--- src/common/rv_isa_pkg.sv ---
`default_nettype none

package rv_isa_pkg;

    localparam int xlen = 64;

    // major opcodes of the supported RV64I subset.
    localparam logic [6:0] opc_op        = 7'b0110011;
    localparam logic [6:0] opc_op_imm    = 7'b0010011;
    localparam logic [6:0] opc_op_32     = 7'b0111011;
    localparam logic [6:0] opc_op_imm_32 = 7'b0011011;
    localparam logic [6:0] opc_lui       = 7'b0110111;
    localparam logic [6:0] opc_auipc     = 7'b0010111;

    localparam logic [2:0] f3_add  = 3'b000;
    localparam logic [2:0] f3_sll  = 3'b001;
    localparam logic [2:0] f3_slt  = 3'b010;
    localparam logic [2:0] f3_sltu = 3'b011;
    localparam logic [2:0] f3_xor  = 3'b100;
    localparam logic [2:0] f3_sr   = 3'b101;
    localparam logic [2:0] f3_or   = 3'b110;
    localparam logic [2:0] f3_and  = 3'b111;

    typedef struct packed {
        logic [6:0] funct7;
        logic [4:0] rs2;
        logic [4:0] rs1;
        logic [2:0] funct3;
        logic [4:0] rd;
        logic [6:0] opcode;
    } r_type_t;

    typedef struct packed {
        logic [11:0] imm;
        logic [4:0]  rs1;
        logic [2:0]  funct3;
        logic [4:0]  rd;
        logic [6:0]  opcode;
    } i_type_t;

    typedef struct packed {
        logic [19:0] imm;
        logic [4:0]  rd;
        logic [6:0]  opcode;
    } u_type_t;

    // one instruction word seen through each format.
    typedef union packed {
        r_type_t     r;
        i_type_t     i;
        u_type_t     u;
        logic [31:0] raw;
    } instr_u;

endpackage

`default_nettype wire

--- src/common/pipe_pkg.sv ---
`default_nettype none

package pipe_pkg;

    import rv_isa_pkg::*;

    typedef enum logic [3:0] {
        alu_add, alu_sub, alu_sll, alu_slt,
        alu_sltu, alu_xor, alu_srl, alu_sra,
        alu_or, alu_and, alu_addw, alu_subw,
        alu_sllw, alu_srlw, alu_sraw, alu_pass
    } alu_op_t;

    typedef enum logic [1:0] {
        fwd_rf = 2'd0,
        fwd_ex = 2'd1,
        fwd_wb = 2'd2
    } fwd_sel_t;

    typedef struct packed {
        logic [63:0] pc;
        logic [31:0] instr;
    } fetch_pkt_t;

    typedef struct packed {
        logic [xlen-1:0] op1;
        logic [xlen-1:0] op2;
        alu_op_t         op;
        logic [4:0]      rd;
        logic            we;
        logic            illegal;
        logic [xlen-1:0] pc;
    } de_ex_t;

    typedef struct packed {
        logic [xlen-1:0] result;
        logic [4:0]      rd;
        logic            we;
        logic            illegal;
        logic [xlen-1:0] pc;
    } ex_wb_t;

    typedef struct packed {
        logic [xlen-1:0] result;
        logic [4:0]      rd;
        logic            we;
        logic            illegal;
        logic [xlen-1:0] pc;
    } result_t;

endpackage

`default_nettype wire

--- src/decode/imm_gen.sv ---
`default_nettype none

module imm_gen import rv_isa_pkg::*; (
    input  instr_u          instr,
    output logic [xlen-1:0] imm
);

    logic is_shift;
    logic [xlen-1:0] imm_i;
    logic [xlen-1:0] imm_u;

    assign is_shift = (instr.i.funct3 == f3_sll) || (instr.i.funct3 == f3_sr);

    assign imm_i = {{(xlen-12){instr.i.imm[11]}}, instr.i.imm};
    assign imm_u = {{(xlen-32){instr.u.imm[19]}}, instr.u.imm, 12'b0};

    always_comb begin
        unique case (instr.i.opcode)
            opc_op_imm: begin
                // bit 30 selects arithmetic shift and is not part of the amount.
                if (is_shift) begin
                    imm = {{(xlen-6){1'b0}}, instr.i.imm[5:0]};
                end else begin
                    imm = imm_i;
                end
            end
            opc_op_imm_32: begin
                if (is_shift) begin
                    imm = {{(xlen-5){1'b0}}, instr.i.imm[4:0]};
                end else begin
                    imm = imm_i;
                end
            end
            opc_lui, opc_auipc: begin
                imm = imm_u;
            end
            default: begin
                imm = imm_i;
            end
        endcase
    end

endmodule

`default_nettype wire

--- src/decode/decode_stage.sv ---
`default_nettype none

module decode_stage import rv_isa_pkg::*, pipe_pkg::*; (
    input  logic            CLK,
    input  logic            RESET,
    input  fetch_pkt_t      in_pkt,
    input  logic            ex_load,
    input  logic [xlen-1:0] rdata1,
    input  logic [xlen-1:0] rdata2,
    input  fwd_sel_t        fwd1,
    input  fwd_sel_t        fwd2,
    input  logic [xlen-1:0] ex_result,
    input  logic [xlen-1:0] wb_result,
    output logic [4:0]      raddr1,
    output logic [4:0]      raddr2,
    output logic            rs1_used,
    output logic            rs2_used,
    output de_ex_t          de_ex
);

    instr_u instr;
    logic alt;
    logic [xlen-1:0] imm;
    logic [xlen-1:0] src1;
    logic [xlen-1:0] src2;
    logic [xlen-1:0] op1;
    logic [xlen-1:0] op2;
    alu_op_t op;
    logic we;
    logic illegal;
    logic r_type;

    function automatic logic [xlen-1:0] fwd_mux(input fwd_sel_t sel,
                                               input logic [xlen-1:0] rf_val);
        logic [xlen-1:0] val;
        unique case (sel)
            fwd_ex:  val = ex_result;
            fwd_wb:  val = wb_result;
            default: val = rf_val;
        endcase
        return val;
    endfunction

    assign instr.raw = in_pkt.instr;
    assign alt = instr.r.funct7[5];
    assign raddr1 = instr.r.rs1;
    assign raddr2 = instr.r.rs2;

    imm_gen u_imm_gen (
        .instr (instr),
        .imm   (imm)
    );

    always_comb begin
        op = alu_add;
        we = 1'b1;
        illegal = 1'b0;
        rs1_used = 1'b1;
        rs2_used = 1'b0;
        r_type = 1'b0;
        unique case (instr.r.opcode)
            opc_op, opc_op_imm: begin
                r_type = (instr.r.opcode == opc_op);
                rs2_used = r_type;
                unique case (instr.r.funct3)
                    f3_add:  op = (alt && r_type) ? alu_sub : alu_add;
                    f3_sll:  op = alu_sll;
                    f3_slt:  op = alu_slt;
                    f3_sltu: op = alu_sltu;
                    f3_xor:  op = alu_xor;
                    f3_sr:   op = alt ? alu_sra : alu_srl;
                    f3_or:   op = alu_or;
                    default: op = alu_and;
                endcase
            end
            opc_op_32, opc_op_imm_32: begin
                r_type = (instr.r.opcode == opc_op_32);
                rs2_used = r_type;
                unique case (instr.r.funct3)
                    f3_add:  op = (alt && r_type) ? alu_subw : alu_addw;
                    f3_sll:  op = alu_sllw;
                    f3_sr:   op = alt ? alu_sraw : alu_srlw;
                    default: illegal = 1'b1;
                endcase
            end
            opc_lui: begin
                op = alu_pass;
                rs1_used = 1'b0;
            end
            opc_auipc: begin
                rs1_used = 1'b0;
            end
            default: begin
                illegal = 1'b1;
                rs1_used = 1'b0;
            end
        endcase
        if (illegal) begin
            we = 1'b0;
        end
    end

    assign src1 = fwd_mux(fwd1, rdata1);
    assign src2 = fwd_mux(fwd2, rdata2);

    always_comb begin
        if (instr.r.opcode == opc_lui) begin
            op1 = '0;
        end else if (instr.r.opcode == opc_auipc) begin
            op1 = in_pkt.pc;
        end else begin
            op1 = src1;
        end
    end

    assign op2 = r_type ? src2 : imm;

    always_ff @(posedge CLK) begin
        if (RESET) begin
            de_ex.we <= 1'b0;
            de_ex.illegal <= 1'b0;
        end else if (ex_load) begin
            de_ex.we <= we;
            de_ex.illegal <= illegal;
        end
    end

    always_ff @(posedge CLK) begin
        if (ex_load) begin
            de_ex.op1 <= op1;
            de_ex.op2 <= op2;
            de_ex.op <= op;
            de_ex.rd <= instr.r.rd;
            de_ex.pc <= in_pkt.pc;
        end
    end

    // an unsupported word never reaches execute with a register write.
    illegal_no_write_a: assert property (@(posedge CLK) disable iff (RESET)
        ex_load && illegal |=> de_ex.illegal && !de_ex.we);

endmodule

`default_nettype wire

--- config.mk ---
export PLATFORM = sky130hd
export DESIGN_NAME = decode_stage
export DESIGN_NICKNAME = d
export VERILOG_FILES = /design/src/common/rv_isa_pkg.sv /design/src/common/pipe_pkg.sv /design/src/decode/imm_gen.sv /design/src/decode/decode_stage.sv
export SDC_FILE = /design/constraint.sdc
export NUM_CORES = 1
export LEC_CHECK = 0
export BUFFER_PORTS_ARGS = -buffer_cell sky130_fd_sc_hd__clkbuf_2
export CORE_AREA = 3 3 222 224
export CTS_BUF_LIST = sky130_fd_sc_hd__clkbuf_4 sky130_fd_sc_hd__clkbuf_8
export DETAILED_ROUTE_END_ITERATION = 7
export DIE_AREA = 0 0 225 227
export PLACE_DENSITY = 0.53
export SETUP_SLACK_MARGIN = 0.15
export SLEW_MARGIN = 10
export SYNTH_ARGS = -nofsm -noshare
export SYNTH_HDL_FRONTEND = slang
export SYNTH_HIERARCHICAL = 1
export SYNTH_SLANG_ARGS = --single-unit
export TNS_END_PERCENT = 5
--- constraint.sdc ---
create_clock -name CLK -period 3.6 [get_ports CLK]
set_input_delay 0.72 -clock CLK [delete_from_list [all_inputs] [get_ports CLK]]
set_output_delay 0.72 -clock CLK [all_outputs]
set_load 0.02 [all_outputs]
==> results, run 1 <==
- The run finished with clean final reports.
- Setup repair after global routing left no endpoint under its margin.
- The number of CTS-inserted buffers is 41.
- The compound-gate portion of the synthesized area is 0.228.
- The maximum cell stage delay along the critical path is 0.33 ns.
- The power per cell area is 453 nW/µm².
- Clock-pin slew was measured on the worst setup and hold paths at 0.06 ns.
- Synthesis inferred 203 register bits.
- The worst clock skew is 0 ns.
- The area share of the largest cell type after synthesis is 0.544.
- The number of antenna diodes in the final layout is 0.
- For this run, the number of Yosys warnings is 6.
- The final number of hold-violating endpoints came to 0.
- The xor-xnor portion of the synthesized cell area is 0.000789.
- The logic depth of the worst setup path including buffers is 5.
- The final critical delay including setup and external delays is 2.49 ns.
- The share of total power in sequential cells is 0.427.
- The register with the most flip-flops in the layout has 203 of them.
- Of the available clock period, the critical path in the final layout requires 0.692.
- The analysis attributes to net switching a power of 2.05 mW.
- Setup violations remaining at the end of the flow were counted as 0.
- In the final routed layout, each cell accounts on average for 21.5 µm.
- The routed via count divided by cell count is 4.81.
- The H-tree generated during clock tree synthesis spans 2 levels.
- The detailed router used layers up to and including met5.
- Timing would allow up to about 400 MHz.
- After clock tree synthesis, the repair step resized 0 gates.
- The floorplan step set the die height to 227 µm.
- After synthesis, the mean cell area works out to 10.2 µm².
- The count of final max-slew check failures is 0.
- The endpoint required time on the critical path is between 2 and 3 ns.
- The die area is 51100 µm².
- Prior to clock tree synthesis, the placed netlist has a worst setup slack of roughly 1.1 ns.
- The clock latency on the worst-skew pair is 0.57 ns.
- The number of antenna violations at the first check in global routing came to 2.
- The maximum fanout along the worst path is 4.
- The cell with the most instances on the worst path is sky130_fd_sc_hd__clkbuf_2.
- The reg2reg setup slack is 2.91 ns.
- After layout, the worst setup slack is 1.11 ns.
- TritonCTS built the clock tree.
- The worst vdd rail ir drop is 267 µV.
- The simple-gate share of the synthesized area is 0.138.
- The congestion estimate from routability-driven global placement came to 0.858.
- The start point of the critical path is in_pkt[6].
- The placeable core region is around 48000 µm².
- For this run, design rule violations remaining after detail routing come to 0.
- Internal power comes to approximately 4.8 mW.
- The layout net count is 1953.
- The post-route met1 wirelength is 18.8 mm.
- The total routing usage reported by global routing is 0.176.
- The register with the most flip-flops is de_ex.
- The area growth from synthesis to layout is 36.1%.
- The static power due to leakage is 6.39 nW.
- Of the cells placed in the final design, the portion with a size suffix greater than 1 is 0.425.
- The count of buffers added on input and output ports is 573.
- The endpoint identified for the worst register-to-register timing path is de_ex[64]$_SDFFE_PP0P_.
- For this run the aggregate overflow at the end of global routing stands at 0.
- The startpoint of the worst register-to-register path is de_ex[64]$_SDFFE_PP0P_.
- The number of buffers on the longest clock path is 3.
- The total wirelength of the detailed-routed design is 48.0 mm.
- The half-perimeter wire length after placement is approximately 36 mm.
- The worst setup path is of the primary input to output port kind.
- The largest registers in the layout are de_ex (203).
- The sequential-to-total area share from yosys stat is 0.547.
- The most area-hungry cell type in the Yosys netlist is sky130_fd_sc_hd__edfxtp_1.
- The reported max-cap violation count is 0.
- For this configuration, the core starts out at a cell density of 0.234.
- The number of global-route vias before repair is 10800.
- The arrival time at the worst endpoint is 1.77 ns.
- The top-level port count is 574.
- The end point of the critical path is rs2_used.
- The number of nets with antenna violations after detailed routing is 0.
- The nature of the critical path endpoint is an output port.
- Counting both buffers and inverters, the worst setup path holds a total of 3.
- At the pin with the least slew margin, the transition time is 0.826 ns.
- Of the total power, combinational logic draws 0.205.
- The unique cell type count in the Yosys netlist is 42.
- By area the synthesized netlist is led by sky130_fd_sc_hd__edfxtp_1 54%, sky130_fd_sc_hd__a22oi_1 8.7%, sky130_fd_sc_hd__a21oi_1 5.9%, sky130_fd_sc_hd__o21ai_0 5.4%, sky130_fd_sc_hd__nand3b_1 4.5%.
- The adder and majority cell fraction of the synthesized area is 0.00451.
- The count of standard-cell rows is 80.
- The kind of cell with the highest combined delay along the critical path is simple AND/OR/NAND/NOR gates.
- The slowest stage of the critical path belongs to the cell sky130_fd_sc_hd__and4b_1.
- For the final routed database, the setup TNS stands at 0 ns.
- The completed layout was analyzed and its total power is 6.84 mW.
- Counting the fill cells in the layout gives 4979.
- The relative slew slack is 0.449.
- Detailed routing placed a total of 4.19 mm of wire on met3.
- The share of total power dissipated in the clock network is 0.368.
- After synthesis, the share of flip-flops with an asynchronous set or reset is 0.
- The start point of the worst min-delay path is RESET.
- The min-delay analysis places its worst path in the category primary input to register.
- The via count is 10800.
- The post-synthesis instance area is 11100 µm².
- The count of hold buffers inserted by post-cts repair is 0.
- Wire segments on met2 add up to around 24 mm in the final route.
- The number of buffers inserted by post-CTS setup repair is 0.
- The number of nets handed over by synthesis was ~1500.
- Counting every instance in the synthesized netlist gives 1093.
- The floorplan step set the die width to 225 µm.
- The combinational family with the most area after synthesis is compound AO/OA/AOI/OAI gates.
- The number of flops mapped to enable cells by yosys is 201.
- The largest net degree at the start of global routing is about 130.
- In this run, the number of DRC markers left after iteration 0 of detailed routing was 656.
- The first global-routing pass estimated 67.4 mm of wire.
- In this run the clock root is driven by a sky130_fd_sc_hd__clkbuf_8.
- Traced cell by cell, the critical path runs through clkbuf_2, and4b_1, nand3b_1, inv_1, clkbuf_2.
- Of the total power, the share spent switching nets is 0.300.
- The worst register-to-register path has a depth of 2.
- The predominant post-synthesis flop cell is sky130_fd_sc_hd__edfxtp_1.
- The mux contribution to synthesized area is 0.000901.
- The number of sinks driven by the clock tree is around 200.
- The number of optimization iterations in the first detailed-route pass is 7.
- The kind of start point of the critical path is a primary input.
-- per-layer routing --
metal / vias to the layer above / global-route usage
li1: 5039 / -
met1: 5095 / 0.205
met2: 537 / 0.310
met3: 75 / 0.0520
met4: 4 / 0.0578
met5: - / 0
-- layout make-up --
| cell class | count | area (µm²) | area share |
|---|---|---|---|
| multi-input cells | 736 | 4180 | 0.277 |
| inverters | 9 | 33.8 | 0.00224 |
| flip-flops and latches | 203 | 6080 | 0.402 |
| clock buffers | 53 | 679 | 0.0450 |
| well taps | 615 | 769 | 0.0509 |
| clock inverters | 20 | 164 | 0.0108 |
| repair buffers | 599 | 3210 | 0.212 |
-- metrics by stage --
stage	hold WS, ns	cells	utilization	area, µm²
global placement	0.459	2162	0.300	14300
global route	0.266	2235	0.318	15100
detailed placement	0.459	2162	0.300	14300
CTS	0.245	2235	0.318	15100
floorplan	0.541	1093	-	11100
finish	0.319	2235	0.318	15100
-- power groups by stage --
stage / logic [mW] / clock network [mW] / registers, mW
final: 1.40 / 2.52 / 2.92
after global routing: 1.52 / 2.71 / 2.94
after CTS: 1.41 / 2.61 / 2.92
after detailed placement: 1.41 / 0 / 2.97
after global placement: 1.40 / 0 / 2.96
after floorplan: 0.464 / 0 / 3.23
-- worst reg2reg max path, stage by stage, from the launching register on --
cell and delay (ns):
sky130_fd_sc_hd__dfxtp_1 0.33, sky130_fd_sc_hd__nor2_1 0.05, sky130_fd_sc_hd__a311oi_1 0.23
-- logic make-up after synthesis --
group | after synthesis
AOI/OAI and AO/OA | 419
and+or+nand+nor | 311
xor gates and xnor gates | 1
DFF | 203
adders and majority gates | 4
buffers and inverters | 154
muxes | 1
-- how the worst min path moves through the flow --
stage                             endpoint  slack (ns)  cells after the start
finish              de_ex[65]$_SDFFE_PP0P_        0.32                      2
CTS                 de_ex[65]$_SDFFE_PP0P_        0.24                      2
global route        de_ex[64]$_SDFFE_PP0P_        0.27                      2
global placement    de_ex[65]$_SDFFE_PP0P_        0.46                      2
detailed placement  de_ex[65]$_SDFFE_PP0P_        0.46                      2
floorplan           de_ex[65]$_SDFFE_PP0P_        0.54                      2
-- synthesized netlist by cell type (2+ instances only) --
cell type and n:
sky130_fd_sc_hd__inv_1 9, sky130_fd_sc_hd__nand3_1 21, sky130_fd_sc_hd__nor2_1 132, sky130_fd_sc_hd__nand2b_1 2, sky130_fd_sc_hd__clkbuf_1 40, sky130_fd_sc_hd__ha_1 4
sky130_fd_sc_hd__and4b_1 2, sky130_fd_sc_hd__buf_6 12, sky130_fd_sc_hd__o21ai_2 19, sky130_fd_sc_hd__o21ai_1 10, sky130_fd_sc_hd__nand3b_1 66, sky130_fd_sc_hd__nand2_1 70
sky130_fd_sc_hd__a311oi_1 2, sky130_fd_sc_hd__nor2b_1 3, sky130_fd_sc_hd__a21oi_1 130, sky130_fd_sc_hd__o21ai_0 120, sky130_fd_sc_hd__edfxtp_1 201, sky130_fd_sc_hd__and2_1 5
sky130_fd_sc_hd__buf_2 43, sky130_fd_sc_hd__dfxtp_1 2, sky130_fd_sc_hd__buf_4 43, sky130_fd_sc_hd__and2b_1 4, sky130_fd_sc_hd__o31ai_1 2, sky130_fd_sc_hd__clkbuf_2 6
sky130_fd_sc_hd__a22oi_1 128
-- layout by cell type (no fill, tap or decap), drive strengths merged, types with 2 or more instances in the layout --
master	count
clkbuf	625
edfxtp	201
o21ai	149
nor2	132
a21oi	130
a22oi	128
nand2	70
nand3b	66
buf	27
nand3	21
clkinv	16
inv	9
and2	5
and2b	4
ha	4
nor2b	3
bufinv	3
and4b	2
nand2b	2
a311oi	2
o31ai	2
dfxtp	2
and3	2
o21a	2
(Power assumes the default switching activity.)
==> run 2: changes to the inputs <==
Settings changed: ABC_AREA from default to 1, CORE_AREA 3 3 222 224 to 3 3 225 227, DIE_AREA 0 0 225 227 to 0 0 228 230, PLACE_DENSITY 0.53 to 0.52.
Clock period 3.6 ns to 2.6 ns, I/O delays scaled along.
==> run 2 against run 1 <==
Count of clock-buffer cells in the layout decreased by 2; cell area up 2.5%; clock power rose by 24%; largest cell class unchanged.
==> results, run 2 <==
- The endpoint required time on the critical path is 2.08 ns (was 2.88 ns).
- The post-synthesis instance total is 1305 (was 1093).
- The worst vdd rail ir drop is 347 µV (was 267 µV).
- The most used standard cell by instance count after synthesis is sky130_fd_sc_hd__nand2_1 (was sky130_fd_sc_hd__edfxtp_1).
- The relative slew slack was 0.418 (was 0.449).
- The half-perimeter wire length after placement was 38.5 mm (was 35.7 mm).
- The master of the slowest instance on the critical path is sky130_fd_sc_hd__clkbuf_2 (was sky130_fd_sc_hd__and4b_1).
- The routed design could run at a clock period as short as 2.04 ns.
- The layout net count came to 2183 (was 1953).
- The total met3 wirelength after detailed routing is 3.81 mm (was 4.19 mm).
- The unique cell type count in the Yosys netlist is 27 (was 42).
- Cell types with the highest counts after synthesis: 496 x sky130_fd_sc_hd__nand2_1, 201 x sky130_fd_sc_hd__edfxtp_1, 195 x sky130_fd_sc_hd__a21oi_1, 59 x sky130_fd_sc_hd__o21ai_0, 53 x sky130_fd_sc_hd__buf_4 (was 201 x sky130_fd_sc_hd__edfxtp_1, 132 x sky130_fd_sc_hd__nor2_1, 130 x sky130_fd_sc_hd__a21oi_1, 128 x sky130_fd_sc_hd__a22oi_1, 120 x sky130_fd_sc_hd__o21ai_0).
- The largest net degree at the start of global routing is 86 (was 129).
- The clock root buffer is sky130_fd_sc_hd__clkbuf_8 (unchanged).
- The sum of negative setup slack is 0 ns (unchanged).
- The commonest non-fill, non-tap cell in the layout is sky130_fd_sc_hd__clkbuf_2 (unchanged).
- The count of endpoints failing setup in the final report is 0 (unchanged).
- The post-synth net total came to 1668 (was 1456).
- The number of flops mapped to enable cells by yosys was 201 (unchanged).
- The least setup slack across all paths after layout was 0.558 ns (was 1.11 ns).
- The yosys synthesis warning count came to 6 (unchanged).
- The predominant post-synthesis flop cell is sky130_fd_sc_hd__edfxtp_1 (unchanged).
- The clock latency on the worst-skew pair came to 0.57 ns (about the same).
- The mean routed wirelength per cell is 20.1 µm (was 21.5 µm).
- The clock-pin transition on the worst setup and hold timing paths is 0.05 ns (was 0.06 ns).
- The count of input and output buffers is 573 (unchanged).
- The average cell area after synthesis is 8.75 µm² (was 10.2 µm²).
- The routed via count divided by cell count is 4.60 (was 4.81).
- The total wirelength of the detailed-routed design was 50.5 mm (was 48.0 mm).
- The number of CTS-inserted buffers is 41 (unchanged).
- The quantity of gates resized following cts is 0 (unchanged).
- The static power due to leakage is 7.33 nW (was 6.39 nW).
- The count of H-tree levels built during CTS is 2 (unchanged).
- The nature of the critical path endpoint is an output port (unchanged).
- The reported max-cap violation count is 0 (unchanged).
- The pre-CTS worst setup slack is 0.330 ns (was 1.07 ns).
- The number of cells in the design after placement is 2441 (was 2162).
- The iteration-0 DRC count of the detailed router was 668 (was 656).
- Leading cell types in the layout, fill and taps excluded: 572 x sky130_fd_sc_hd__clkbuf_2, 496 x sky130_fd_sc_hd__nand2_1, 201 x sky130_fd_sc_hd__edfxtp_1 (was 572 x sky130_fd_sc_hd__clkbuf_2, 201 x sky130_fd_sc_hd__edfxtp_1, 132 x sky130_fd_sc_hd__nor2_1).
- Run status: finished clean (unchanged).
- The worst clock skew is 0 ns (unchanged).
- The cell class contributing the biggest share of worst-path delay is buffers and inverters (was simple AND/OR/NAND/NOR gates).
- The total routing usage reported by global routing is 0.185 (was 0.176).
- The first-pass GRT wire length came to 74.0 mm (was 67.4 mm).
- The power per cell area came to 593 nW/µm² (was 453 nW/µm²).
- The die width came to 228 µm (was 225 µm).
- The total area of sequential cells is 6080 µm² (unchanged).
- The arrival time at the worst endpoint is 1.52 ns (was 1.77 ns).
- The area share of the largest cell type after synthesis is 0.529 (was 0.544).
- The footprint of the multi-input gates was 4370 µm² (was 4180 µm²).
- The most area-hungry cell type in the Yosys netlist is sky130_fd_sc_hd__edfxtp_1 (unchanged).
- The CTS tree is done (unchanged).
- The sequential-to-total area share from yosys stat came to 0.532 (was 0.547).
- The post-synthesis instance area is 11400 µm² (was 11100 µm²).
- The classification of the worst setup path is primary input to output port (unchanged).
- The register bit count reported by yosys came to 203 (unchanged).
- The weighted congestion reported at the end of routability-driven placement is 0.904 (was 0.858).
- The count of standard-cell rows is 81 (was 80).
- The kind of start point of the critical path is a primary input (unchanged).
- The maximum cell stage delay along the critical path is 0.26 ns (was 0.33 ns).
- The number of sinks driven by the clock tree is 203 (unchanged).
- The final number of hold-violating endpoints is 0 (unchanged).
- The global route total overflow is 0 (unchanged).
- The reg2reg setup slack is 1.98 ns (was 2.91 ns).
- The count of final max-slew check failures is 0 (unchanged).
- The number of global-route vias before repair came to 11600 (was 10800).
- The flip-flop count of the largest register, all copies and words added came to 203 (unchanged).
- The post-route met1 wirelength was 21.0 mm (was 18.8 mm).
- The starting utilization of the core area is 0.234 (about the same).
- The via count is 11600 (was 10800).
- The top-level port count is 574 (unchanged).
- Biggest regs: de_ex (203) (unchanged).
- The number of optimization iterations in the first detailed-route pass came to 5 (was 7).
- The post-synthesis async set-or-reset flop share is 0 (unchanged).
- The final critical-path share of the clock period is 0.785.
- The number of nets with antenna violations after detailed routing is 0 (unchanged).
- Based on the critical path, the design can be clocked at up to 490 MHz.
- Unrepaired setup endpoints after global routing: false (unchanged).
- The number of buffers on the longest clock path is 3 (unchanged).
- The die outline height is 230 µm (was 227 µm).
- The area added between synthesis and finish is 35.7% (was 36.1%).
- The register with the most flip-flops is de_ex (unchanged).
- The met2 wire length came to 24.7 mm (was 23.6 mm).
- The count of non-filler cells in the finished layout is 2513 (was 2235).
- Crit path cell chain: clkbuf_2, inv_1, nand2_1, inv_2, nand2_2, nor2_4, nand2_4, inv_2, clkbuf_2 (was clkbuf_2, and4b_1, nand3b_1, inv_1, clkbuf_2).
- Leading cell types by total area after synthesis: sky130_fd_sc_hd__edfxtp_1 53%, sky130_fd_sc_hd__nand2_1 16%, sky130_fd_sc_hd__a21oi_1 8.6%, sky130_fd_sc_hd__buf_4 3.5%, sky130_fd_sc_hd__a22o_1 3.3% (was sky130_fd_sc_hd__edfxtp_1 54%, sky130_fd_sc_hd__a22oi_1 8.7%, sky130_fd_sc_hd__a21oi_1 5.9%, sky130_fd_sc_hd__o21ai_0 5.4%, sky130_fd_sc_hd__nand3b_1 4.5%).
- The number of buffers inserted by post-CTS setup repair came to 0 (unchanged).
- The number of antenna violations at the first check in global routing was 2 (unchanged).
- The top metal layer carrying routed signals is met5 (unchanged).
- The post-route core utilization is 0.317 (was 0.318).
- The maximum fanout along the worst path came to 3 (was 4).
- The count of hold buffers inserted by post-cts repair is 0 (unchanged).
- The ratio of cells with drive above 1 in the final layout is 0.376 (was 0.425).
- The placeable core region is 48800 µm² (was 47500 µm²).
- The overall power is 9.18 mW (was 6.84 mW).
- The fill cell total of the finished layout came to 5338 (was 4979).
- The die area came to 52400 µm² (was 51100 µm²).
- The number of remaining DRC errors is 0 (unchanged).
- The path class of the lowest-slack min-delay path is primary input to register (unchanged).
- The buffering stage count on the worst path with inverters included is 5 (was 3).
- The measured slew at the worst slew-check pin is 0.873 ns (was 0.826 ns).
## run 2: changes by cell type after synthesis, moves of 42 or more
| cell | change |
|---|---|
| sky130_fd_sc_hd__nand2_1 | +426 |
| sky130_fd_sc_hd__a22oi_1 | -128 |
| sky130_fd_sc_hd__nor2_1 | -118 |
| sky130_fd_sc_hd__nand3b_1 | -66 |
| sky130_fd_sc_hd__a21oi_1 | +65 |
| sky130_fd_sc_hd__o21ai_0 | -61 |
| sky130_fd_sc_hd__a22o_1 | +42 |
## run 2: final timing paths
kind,from,to,cells past startpoint
min reg2reg,de_ex[64]$_SDFFE_PP0P_,de_ex[64]$_SDFFE_PP0P_,2
max,in_pkt[6],rs2_used,9
min,in_pkt[8],de_ex[67]$_DFFE_PP_,1
max reg2reg,de_ex[65]$_SDFFE_PP0P_,de_ex[65]$_SDFFE_PP0P_,2
## run 2: per-layer routing
layer,vias up,track usage
li1,5465,-
met1,5529,0.234
met2,505,0.315
met3,60,0.0481
met4,4,0.0446
met5,-,0
## run 2: through the flow
stage | hold WS, ns | instance area (µm²)
after global placement | 0.454 | 14700
after floorplan | 0.534 | 11400
after CTS | 0.0446 | 15500
after global routing | 0.0692 | 15500
final | 0.112 | 15500
after detailed placement | 0.455 | 14700
## run 2: power breakdown
group | switching [mW] | internal [mW] | total (mW)
clock | 1.51 | 1.62 | 3.13
sequential | 0.0923 | 3.95 | 4.04
combinational | 1.31 | 0.694 | 2.00
## run 2: layout make-up
cell class	instances	share of cell area
Inverter	57	0.0138
Multi-Input combinational cell	912	0.282
Clock inverter	20	0.00679
Clock buffer	51	0.0413
Antenna cell	1	0.000162
Sequential cell	203	0.392
Tap cell	664	0.0537
Timing Repair Buffer	605	0.209
## run 2: cells by family (layout without fill, tap and decap cells)
kind of cell,count (synthesis),after routing,share of synthesized area
AND/OR/NAND/NOR,552,552,0.191
buffers and inverters,190,733,0.0893
AO/OA/AOI/OAI,335,335,0.165
flip-flops,203,203,0.532
other,0,1,0
adder cells (fa/ha/maj),4,4,0.00439
multiplexers,21,21,0.0184
